==> config.mk <==
export PLATFORM = sky130hd
export DESIGN_NAME = shoot_control
export DESIGN_NICKNAME = d
export VERILOG_FILES = /design/src/hdl/shoot_pkg.sv /design/src/hdl/shoot_control.sv /design/src/hdl/shot_pos_tx.sv /design/src/hdl/shoot_round_fsm.sv
export SDC_FILE = /design/constraint.sdc
export NUM_CORES = 1
export LEC_CHECK = 0
export BUFFER_PORTS_ARGS = -buffer_cell sky130_fd_sc_hd__buf_2
export CAP_MARGIN = 20
export CORE_UTILIZATION = 45
export CTS_CLUSTER_DIAMETER = 80
export DETAILED_ROUTE_END_ITERATION = 8
export GPL_TIMING_DRIVEN = 0
export PLACE_DENSITY_LB_ADDON = 0.08
export SETUP_SLACK_MARGIN = 0.5
export SLEW_MARGIN = 20
export SYNTH_ARGS = -nofsm -noshare
export SYNTH_HDL_FRONTEND = slang
export SYNTH_SLANG_ARGS = --single-unit
==> constraint.sdc <==
create_clock -name clk -period 2.88 [get_ports clk]
set_input_delay 0.576 -clock clk [delete_from_list [all_inputs] [get_ports clk]]
set_output_delay 0.576 -clock clk [all_outputs]
set_load 0.02 [all_outputs]
==> src/hdl/shoot_pkg.sv <==
/*
 * shared types and constants for the shooter side
 * game and round enums, uart opcodes, goal and keeper geometry
 */

package shoot_pkg;

    typedef enum logic [1:0] {
        MENU,
        SHOOTER,
        KEEPER,
        OVER
    } game_state_t;

    typedef enum logic {
        SOLO,
        MULTI
    } game_mode_t;

    typedef enum logic [2:0] {
        IDLE, ENGAGE, AIM, RESULT, GOAL, MISS, TERMINATE
    } shoot_state_t;

    typedef enum logic [1:0] {
        TX_WAIT, TX_READY, TX_SEND
    } tx_state_t;

    // low 3 bits of every uart word
    typedef enum logic [2:0] {
        OP_X_LO      = 3'd3,
        OP_X_HI      = 3'd4,
        OP_Y_LO      = 3'd5,
        OP_Y_HI      = 3'd6,
        OP_ROUND_END = 3'd7
    } uart_op_t;

    localparam int POS_W  = 12;
    localparam int SHOT_W = 10;

    localparam logic [POS_W-1:0] SCREEN_WIDTH         = 12'd1024;
    localparam logic [POS_W-1:0] POST_INNER_EDGE      = 12'd112;
    localparam logic [POS_W-1:0] CROSSBAR_BOTTOM_EDGE = 12'd150;
    localparam logic [POS_W-1:0] POST_BOTTOM_EDGE     = 12'd600;

    localparam logic [POS_W-1:0] GK_LEFT   = 12'd400; // keeper box
    localparam logic [POS_W-1:0] GK_RIGHT  = 12'd600;
    localparam logic [POS_W-1:0] GK_TOP    = 12'd250;
    localparam logic [POS_W-1:0] GK_BOTTOM = 12'd550;

endpackage
==> src/hdl/shoot_control.sv <==
/*
 * shooter side top level
 * round controller plus shot position transmitter
 */

`timescale 1ns/1ps

module shoot_control
    import shoot_pkg::*;
#(
    parameter int HOLD_CYCLES    = 16_250_000, // about 0.25 s
    parameter int CONFIRM_CYCLES = 10
) (
    input  logic             clk,
    input  logic             rst,
    input  game_state_t      game_state,
    input  game_mode_t       game_mode,
    input  logic [POS_W-1:0] xpos,
    input  logic [POS_W-1:0] ypos,
    input  logic             left_clicked,
    input  logic             tx_full,
    input  uart_op_t         rx_opcode,
    input  logic             enemy_done,      // opponent round-end flag
    input  logic             enemy_is_scored,
    output logic             is_scored,
    output logic             round_done,
    output logic             end_sh,
    output logic             shot_taken,
    output logic [7:0]       tx_data
);

    logic shot_latch; // one-cycle pulse on a multi click

    shoot_round_fsm #(
        .HOLD_CYCLES    (HOLD_CYCLES),
        .CONFIRM_CYCLES (CONFIRM_CYCLES)
    ) u_round (
        .clk             (clk),
        .rst             (rst),
        .game_state      (game_state),
        .game_mode       (game_mode),
        .xpos            (xpos),
        .ypos            (ypos),
        .left_clicked    (left_clicked),
        .enemy_done      (enemy_done),
        .enemy_is_scored (enemy_is_scored),
        .is_scored       (is_scored),
        .round_done      (round_done),
        .end_sh          (end_sh),
        .shot_taken      (shot_taken),
        .shot_latch      (shot_latch)
    );

    shot_pos_tx u_tx (
        .clk        (clk),
        .rst        (rst),
        .shot_latch (shot_latch),
        .xpos       (xpos),
        .ypos       (ypos),
        .tx_full    (tx_full),
        .rx_opcode  (rx_opcode),
        .tx_data    (tx_data)
    );

endmodule

==> src/hdl/shot_pos_tx.sv <==
/*
 * shot position transmitter
 * latches the click and sends it as four opcode-tagged uart words
 */

`timescale 1ns/1ps

module shot_pos_tx
    import shoot_pkg::*;
(
    input  logic             clk,
    input  logic             rst,
    input  logic             shot_latch,
    input  logic [POS_W-1:0] xpos,
    input  logic [POS_W-1:0] ypos,
    input  logic             tx_full,
    input  uart_op_t         rx_opcode,
    output logic [7:0]       tx_data
);

    localparam int SLICE_W = 5;

    logic [SHOT_W-1:0] shot_x;
    logic [SHOT_W-1:0] shot_y;

    tx_state_t  tx_state;
    tx_state_t  tx_state_nxt;
    logic [1:0] word_idx;
    logic       ack;
    logic [7:0] word;

    // payload is taken only on the latch pulse
    always_ff @(posedge clk) begin
        if (shot_latch) begin
            shot_x <= xpos[SHOT_W-1:0];
            shot_y <= ypos[SHOT_W-1:0];
        end
    end

    always_comb begin
        case (word_idx)
            2'd0:    word = {shot_x[SLICE_W-1:0], OP_X_LO};
            2'd1:    word = {shot_x[2*SLICE_W-1:SLICE_W], OP_X_HI};
            2'd2:    word = {shot_y[SLICE_W-1:0], OP_Y_LO};
            default: word = {shot_y[2*SLICE_W-1:SLICE_W], OP_Y_HI};
        endcase
    end

    always_comb begin
        tx_state_nxt = tx_state;
        case (tx_state)
            TX_WAIT: begin
                if (tx_full)
                    tx_state_nxt = TX_READY;
            end
            TX_READY: begin
                if (!tx_full)
                    tx_state_nxt = TX_SEND;
            end
            default: tx_state_nxt = TX_WAIT; // send is a single cycle
        endcase
    end

    always_ff @(posedge clk) begin
        if (rst) begin
            tx_state <= TX_WAIT;
            word_idx <= 2'd0;
            ack      <= 1'b0;
            tx_data  <= 8'h00;
        end else begin
            tx_state <= tx_state_nxt;
            ack      <= !tx_full && (rx_opcode == OP_ROUND_END); // opponent got the word

            if (tx_state == TX_SEND) begin
                tx_data <= word;
                if (ack)
                    word_idx <= word_idx + 2'd1; // wraps 3 -> 0
            end
        end
    end

endmodule

==> src/hdl/shoot_round_fsm.sv <==
/*
 * shooter round controller for solo and multi rounds
 * solo hit test against goal mouth minus keeper box,
 * enemy verdict confirm and result hold timing
 */

`timescale 1ns/1ps

module shoot_round_fsm
    import shoot_pkg::*;
#(
    parameter int HOLD_CYCLES    = 16_250_000,
    parameter int CONFIRM_CYCLES = 10
) (
    input  logic             clk,
    input  logic             rst,
    input  game_state_t      game_state,
    input  game_mode_t       game_mode,
    input  logic [POS_W-1:0] xpos,
    input  logic [POS_W-1:0] ypos,
    input  logic             left_clicked,
    input  logic             enemy_done,
    input  logic             enemy_is_scored,
    output logic             is_scored,
    output logic             round_done,
    output logic             end_sh,
    output logic             shot_taken,
    output logic             shot_latch
);

    // one counter covers both the hold timer and the confirm count
    localparam int CNT_MAX = (HOLD_CYCLES > CONFIRM_CYCLES) ? HOLD_CYCLES : CONFIRM_CYCLES;
    localparam int CNT_W   = (CNT_MAX < 2) ? 1 : $clog2(CNT_MAX + 1);

    localparam logic [CNT_W-1:0] HOLD_LAST    = CNT_W'(HOLD_CYCLES);
    localparam logic [CNT_W-1:0] CONFIRM_LAST = CNT_W'(CONFIRM_CYCLES);

    localparam logic [POS_W-1:0] MOUTH_RIGHT = SCREEN_WIDTH - POST_INNER_EDGE;

    shoot_state_t     state;
    shoot_state_t     state_nxt;
    logic [CNT_W-1:0] counter;
    logic [CNT_W-1:0] counter_nxt;

    logic in_mouth;
    logic in_keeper;
    logic solo_hit;

    // inclusive on every edge
    assign in_mouth = (xpos >= POST_INNER_EDGE) && (xpos <= MOUTH_RIGHT) &&
                      (ypos >= CROSSBAR_BOTTOM_EDGE) && (ypos <= POST_BOTTOM_EDGE);

    assign in_keeper = (xpos >= GK_LEFT) && (xpos <= GK_RIGHT) &&
                       (ypos >= GK_TOP) && (ypos <= GK_BOTTOM);

    assign solo_hit = in_mouth && !in_keeper;

    always_comb begin
        state_nxt   = state;
        counter_nxt = counter;

        case (state)
            IDLE: begin
                counter_nxt = '0;
                if (game_state == SHOOTER)
                    state_nxt = ENGAGE;
            end

            ENGAGE: begin // shooter phase must still hold one cycle later
                if (game_state == SHOOTER)
                    state_nxt = AIM;
                else
                    state_nxt = IDLE;
            end

            AIM: begin
                if (left_clicked)
                    state_nxt = RESULT;
            end

            RESULT: begin
                if (game_mode == SOLO) begin
                    counter_nxt = '0;
                    state_nxt   = solo_hit ? GOAL : MISS;
                end else if (!enemy_done) begin
                    counter_nxt = '0; // flag dropped so the count restarts
                end else if (counter == CONFIRM_LAST) begin
                    counter_nxt = '0;
                    state_nxt   = enemy_is_scored ? GOAL : MISS;
                end else begin
                    counter_nxt = counter + 1'b1;
                end
            end

            GOAL, MISS: begin
                if (counter == HOLD_LAST) begin
                    counter_nxt = '0;
                    state_nxt   = TERMINATE;
                end else begin
                    counter_nxt = counter + 1'b1;
                end
            end

            TERMINATE: begin
                // multi waits out a second hold
                if (game_mode == SOLO || counter == HOLD_LAST) begin
                    counter_nxt = '0;
                    state_nxt   = IDLE;
                end else begin
                    counter_nxt = counter + 1'b1;
                end
            end

            default: begin
                counter_nxt = '0;
                state_nxt   = IDLE;
            end
        endcase
    end

    always_ff @(posedge clk) begin
        if (rst) begin
            state      <= IDLE;
            counter    <= '0;
            is_scored  <= 1'b0;
            round_done <= 1'b0;
            end_sh     <= 1'b0;
            shot_taken <= 1'b0;
            shot_latch <= 1'b0;
        end else begin
            state   <= state_nxt;
            counter <= counter_nxt;

            // outputs follow the next state so they line up with it
            is_scored  <= (game_mode == SOLO) && (state_nxt == GOAL);
            round_done <= (game_mode == SOLO) && (state_nxt == TERMINATE) &&
                          (state != TERMINATE);
            end_sh     <= (state == TERMINATE) && (state_nxt == IDLE);
            shot_taken <= (game_mode == MULTI) && (state_nxt == RESULT);
            shot_latch <= (game_mode == MULTI) && (state == AIM) && left_clicked;
        end
    end

endmodule

==> results.cfg, run 1 <==
[timing]
worst_pin_slew_ps = 819
skew_ps = 7.06
tns_ps = 0
final_hold_viol_count = 0
setup_violations = 0
max_slew_margin_pct = 45.3
worst_slack_ps = 587
period_share_pct = 79.6
rsz0062_at_grt = no
fin_crit_ps = 2290
max_freq_mhz = 436
drv_slew = 0

[layout]
final_common_cell = buf_2
drive_gt1_share_pct = 18.5
diodes = 0
final_cell_mix = buf_2 (46), dfxtp_1 (45), nor2_1 (43)
final_cell_count_no_fill = 481
nFillCells = 640
area_delta_synth_final_pct = 20.0
layout.nets = 440
design_area_sq_um = 3750

[worst_setup_path]
critPathBufInv = 1
required_ps = 3160
crit_family = simple AND/OR/NAND/NOR gates
cp-end-kind = flip-flop
crit_type = flip-flop to flip-flop
arrival_ps = 2570
critPathMaxStageDelay_ps = 560
worstPathCellList = or4_4, nor4_4, buf_4, nand3_1, a221oi_1, and4_1
slowest_stage = or4_4
path_max_fanout = 9
critical_path.startpoint_type = flip-flop

[synth]
yosysTopAreaCell = dfxtp_1
ys_seq_elements = 65
syn-num-nets = 378
synthCells = 334
synth_cell_type_count = 48
ys_seq_area_share_pct = 48.1
syn_area_per_cell_sq_um = 9.35
synthArstFlopShare_pct = 0
synth_warnings = 0
synth_top_cells_by_area = dfxtp_1 (29%), edfxtp_1 (19%), xnor2_1 (6.2%), nor2_1 (5.2%), nand2_1 (4.6%)
netlist_area_sq_um = 3120
synth.top_cell.area_share_pct = 28.8
yosys_most_used_dff = dfxtp_1
synth_edf_count = 20

[job]
maxCapViolCount = 0

[cts]
cts_hold_buf = 0
clock_sinks = 65
clock-root-buffer = clkbuf_8
cts_tree = built
cts.htree.levels = 3
clkTransAtPathRegs_ps = 70
clock_path_buffers = 2
cts_buffers = 9
worstSkewPairLatency_ps = 330

[grt]
grt_pass1_wl_mm = 11.9
antenna_found_initial = 0
grt-ovfl-total = 0
track_usage_pct = 20.9
grt_pass1_vias = 2553
grt_max_degree = 21

[power]
peakVddDrop_v = 0.000199
powerDensity_nw_per_um2 = 538
p_leak_nw = 1.31

[placed_design]
place_inst = 460
dpl_cell_area_sq_um = 3450
pre_cts_ws_ps = 542
globalplace.congestion = 0.857
port-buffer-count = 46
dp_hpwl_mm = 5.20

[detailed_routing]
vias = 2636
routed_wl_mm = 7.14
first_pass_iters = 5
drc = 0
vias_per_cell = 5.48
ant_nets = 0
post_drt_wl_per_cell_um = 14.9
drt_iter0_drc = 100

[floorplan]
die_h_um = 85.3
core_area_sq_um = 6760
start_util_pct = 46.2
num_rows = 30
ios = 48
dieArea_sq_um = 7280
fp.dieW_um = 85.3

[status]
status = finished clean

[hold_path]
min_path_type = primary input to flip-flop
Yosys cell counts, types with 4 or more instances:
cell type,count
nor2_1,43
nand2_1,38
a222oi_1,5
edfxtp_1,20
nand4_1,5
ha_1,8
dfxtp_1,45
nand3_1,10
a21oi_1,14
nor4_1,12
and3_1,4
inv_1,12
nor3_1,13
and2_1,4
and4_1,5
o21ai_0,13
clkbuf_1,11
xnor2_1,22
worst register-to-register path, cell delays in order, from the launching register on:
cell      delay (ps)
dfxtp_1          360
or4_4            560
nor4_4           280
buf_4            200
nand3_1           90
a221oi_1         500
and4_1           260
power by group:
part | leakage [nW] | switching, W | internal (W) | total, W
clock | 0.117 | 0.000358 | 0.000575 | 0.000933
combinational | 0.648 | 0.0000758 | 0.0000516 | 0.000127
sequential | 0.543 | 0.00000504 | 0.000950 | 0.000955
total | 1.31 | 0.000439 | 0.00158 | 0.00202
layout make-up:
type                       instances  area (sq um)  area share, %
tap                               80           100           2.67
sequential                        65          1500           40.1
inverter                          12          45.0           1.20
timing repair buffer              51           268           7.14
clock buffer                       9           124           3.30
buffer                            13          63.8           1.70
multi-input combinational        244          1530           40.8
clock inverter                     7           119           3.17
through the flow:
stage / total power, W / utilization (%) / hold WS [ps]
after CTS: 0.00203 / 54.7 / 404
after global placement: 0.00110 / 51.1 / 437
after floorplan: 0.00104 / - / 437
final: 0.00202 / 55.5 / 421
after detailed placement: 0.00110 / 51.1 / 442
after global routing: 0.00209 / 55.5 / 413
flip-flops by register name, summed over array words and instances (netlist names):
name                count
u_round.counter        24
u_round.end_sh          1
u_round.is_scored       1
u_round.round_done      1
u_round.shot_latch      1
u_round.shot_taken      1
u_round.state           3
u_tx.ack                1
u_tx.shot_x            10
u_tx.shot_y            10
u_tx.tx_data            8
u_tx.tx_state           2
u_tx.word_idx           2
what timing repair did:
item                       in CTS  in global routing
setup endpoints to repair       0                 22
setup buffers                   0                  5
hold endpoints to repair        0                  0
gates resized for setup         0                  2
routing by layer:
layer / global-route usage (%) / up-vias / wire [um]
li1: - / 1335 / -
met5: 0 / - / 0
met3: 5.25 / 10 / 303
met2: 36.2 / 68 / 3520
met4: 7.42 / 0 / 79
met1: 25.1 / 1223 / 3240
path summary, 6_finish.rpt:
kind / slack [ps] / from / end / depth (start not counted)
worst max register to register: 590 / u_round.counter[5]$_SDFFE_PP0N_ / u_round.is_scored$_SDFF_PP0_ / 6
worst min-delay path: 420 / tx_full / u_tx.ack$_SDFF_PP0_ / 2
worst min register to register: 450 / u_tx.tx_data[5]$_SDFFE_PP0N_ / u_tx.tx_data[5]$_SDFFE_PP0N_ / 2
worst max-delay path: 590 / u_round.counter[5]$_SDFFE_PP0N_ / u_round.is_scored$_SDFF_PP0_ / 6
kinds of logic after synthesis:
kind of cell,synth area share (%)
AND/OR/NAND/NOR,25.4
XOR/XNOR,6.73
flip-flops,48.1
buffers and inverters,3.48
AO/OA/AOI/OAI,13.1
adder cells (fa/ha/maj),3.20
No activity file was read; power rests on OpenSTA's default activity.
==> inputs of run 2 (changes only) <==
==> constraint.sdc (replaced) <==
create_clock -name clk -period 2.1 [get_ports clk]
set_input_delay 0.42 -clock clk [delete_from_list [all_inputs] [get_ports clk]]
set_output_delay 0.42 -clock clk [all_outputs]
set_load 0.02 [all_outputs]
==> run 2 against run 1 <==
Against the previous run:
- setup slack got worse by 540 ps
- count of clock-buffer cells in the layout unchanged
- critical path type unchanged
- final area increased by 6.6%
- sequential share of layout area decreased by 2.2 points
==> results.cfg, run 2 (same netlist as run 1, synthesis figures left out) <==
[grt]
grt_max_degree = 21
track_usage_pct = 22.1
use_met2_pct = 38.4
antenna_found_initial = 0
grt_busiest_layer = met2
grt_pass1_vias = 2615
met3_usage_pct = 6.23
grt_pass1_wl_mm = 12.4
met1_usage_pct = 25.9
grt-ovfl-total = 0

[layout]
drive_gt1_share_pct = 26.1
area_delta_synth_final_pct = 27.9
largest_register_ffs = 24
diodes = 0
largest_register = u_round.counter
nFillCells = 613
final_cell_mix = buf_2 (46), nor2_1 (43), dfxtp_1 (41)
top_regs = u_round.counter (24), u_tx.shot_x (10), u_tx.shot_y (10)
layout.nets = 456
design_area_sq_um = 4000
final_common_cell = buf_2

[detailed_routing]
drc = 0
vias_per_cell = 5.59
post_drt_wl_per_cell_um = 15.3
first_pass_iters = 5
ant_nets = 0
vias = 2778
drt_iter0_drc = 139
routed_wl_mm = 7.59

[cts]
cts_hold_buf = 0
clkTransAtPathRegs_ps = 70
clock-root-buffer = clkbuf_8
clock_sinks = 65
cts_tree = built
cts.htree.levels = 3
cts_buffers = 9
worstSkewPairLatency_ps = 350
clock_path_buffers = 2

[power]
switching_power_w = 0.000617
p_leak_nw = 1.43
switching_share_pct = 23.1
p_comb_share_pct = 7.3
peakVddDrop_v = 0.000638
clockPowerShare_pct = 43.7
powerDensity_nw_per_um2 = 668
p_int_w = 0.00205
share_seq_of_total_power_pct = 49.0

[floorplan]
ios = 48
die_h_um = 85.3
core_area_sq_um = 6760
fp.dieW_um = 85.3
start_util_pct = 46.2
dieArea_sq_um = 7280
num_rows = 30

[worst_setup_path]
critPathBufInv = 3
required_ps = 2340
cp-end-kind = flip-flop
crit_top_cell = buf_6
slowest_stage = or4_4
arrival_ps = 2290
path_max_fanout = 5
critPathMaxStageDelay_ps = 540
crit_type = flip-flop to flip-flop
crit_family = simple AND/OR/NAND/NOR gates
worstPathCellList = or4_4, nor4_4, buf_4, a31oi_2, o31ai_4, buf_6, buf_6, nor2_1
critical_path.startpoint_type = flip-flop

[status]
status = finished clean

[hold_path]
min_path_type = primary input to flip-flop

[timing]
setup_violations = 0
fin_crit_ps = 2050
skew_ps = 5.35
max_freq_mhz = 488
worst_pin_slew_ps = 831
period_share_pct = 97.6
rsz0062_at_grt = yes
max_slew_margin_pct = 44.5
final_hold_viol_count = 0
tns_ps = 0
drv_slew = 0

[placed_design]
dp_hpwl_mm = 5.26
dpl_cell_area_sq_um = 3470
globalplace.congestion = 0.863
port-buffer-count = 46

[job]
maxCapViolCount = 0
run 2: through the flow:
step	setup slack (ps)	hold WS [ps]	std cells	util, %	total power (W)
after floorplan	87.9	437	334	-	0.00142
after global routing	-79.1	244	497	59.1	0.00279
after global placement	-180	439	460	51.3	0.00150
after detailed placement	-224	446	460	51.3	0.00151
final	50.1	255	497	59.1	0.00267
after CTS	-41.5	240	491	57.9	0.00270
run 2: area by class of cell:
class	instances	area, sq um	area share [%]
inverters	12	45.0	1.13
flip-flops and latches	65	1510	37.8
clock buffers	9	124	3.10
multi-input cells	244	1640	41.1
plain buffers	13	65.1	1.63
repair buffers	67	414	10.4
well taps	80	100	2.50
clock inverters	7	93.8	2.35
run 2: routing by layer:
layer	wire (um)	share of wire, %
met1	3240	43
met4	138	1.8
met3	342	4.5
met2	3870	51
met5	0	0
run 2: worst paths after layout:
kind | endpoint | slack [ps] | from | cells after the start
hold reg to reg | u_tx.tx_data[5]$_SDFFE_PP0N_ | 460 | u_tx.tx_data[5]$_SDFFE_PP0N_ | 2
setup reg to reg | u_round.counter[6]$_SDFFE_PP0N_ | 50 | u_round.counter[9]$_SDFFE_PP0N_ | 8
hold / removal | u_tx.ack$_SDFF_PP0_ | 250 | tx_full | 2
setup / recovery | u_round.counter[6]$_SDFFE_PP0N_ | 50 | u_round.counter[9]$_SDFFE_PP0N_ | 8
run 2: what timing repair did:
item	4_1_cts	5_1_grt
resized for setup	25	13
setup endpoints to repair	31	34
cloned	2	0
buffers inserted	13	6
pin swaps	28	6
run 2: power groups by stage:
| stage | registers [W] | clock network [W] | logic, W |
|---|---|---|---|
| 2_1_floorplan | 0.00134 | 0 | 0.0000815 |
| 3_3_place_gp | 0.00134 | 0 | 0.000165 |
| 3_5_place_dp | 0.00134 | 0 | 0.000166 |
| 4_1_cts | 0.00131 | 0.00120 | 0.000192 |
| 5_1_grt | 0.00131 | 0.00127 | 0.000214 |
| 6_report | 0.00131 | 0.00117 | 0.000195 |
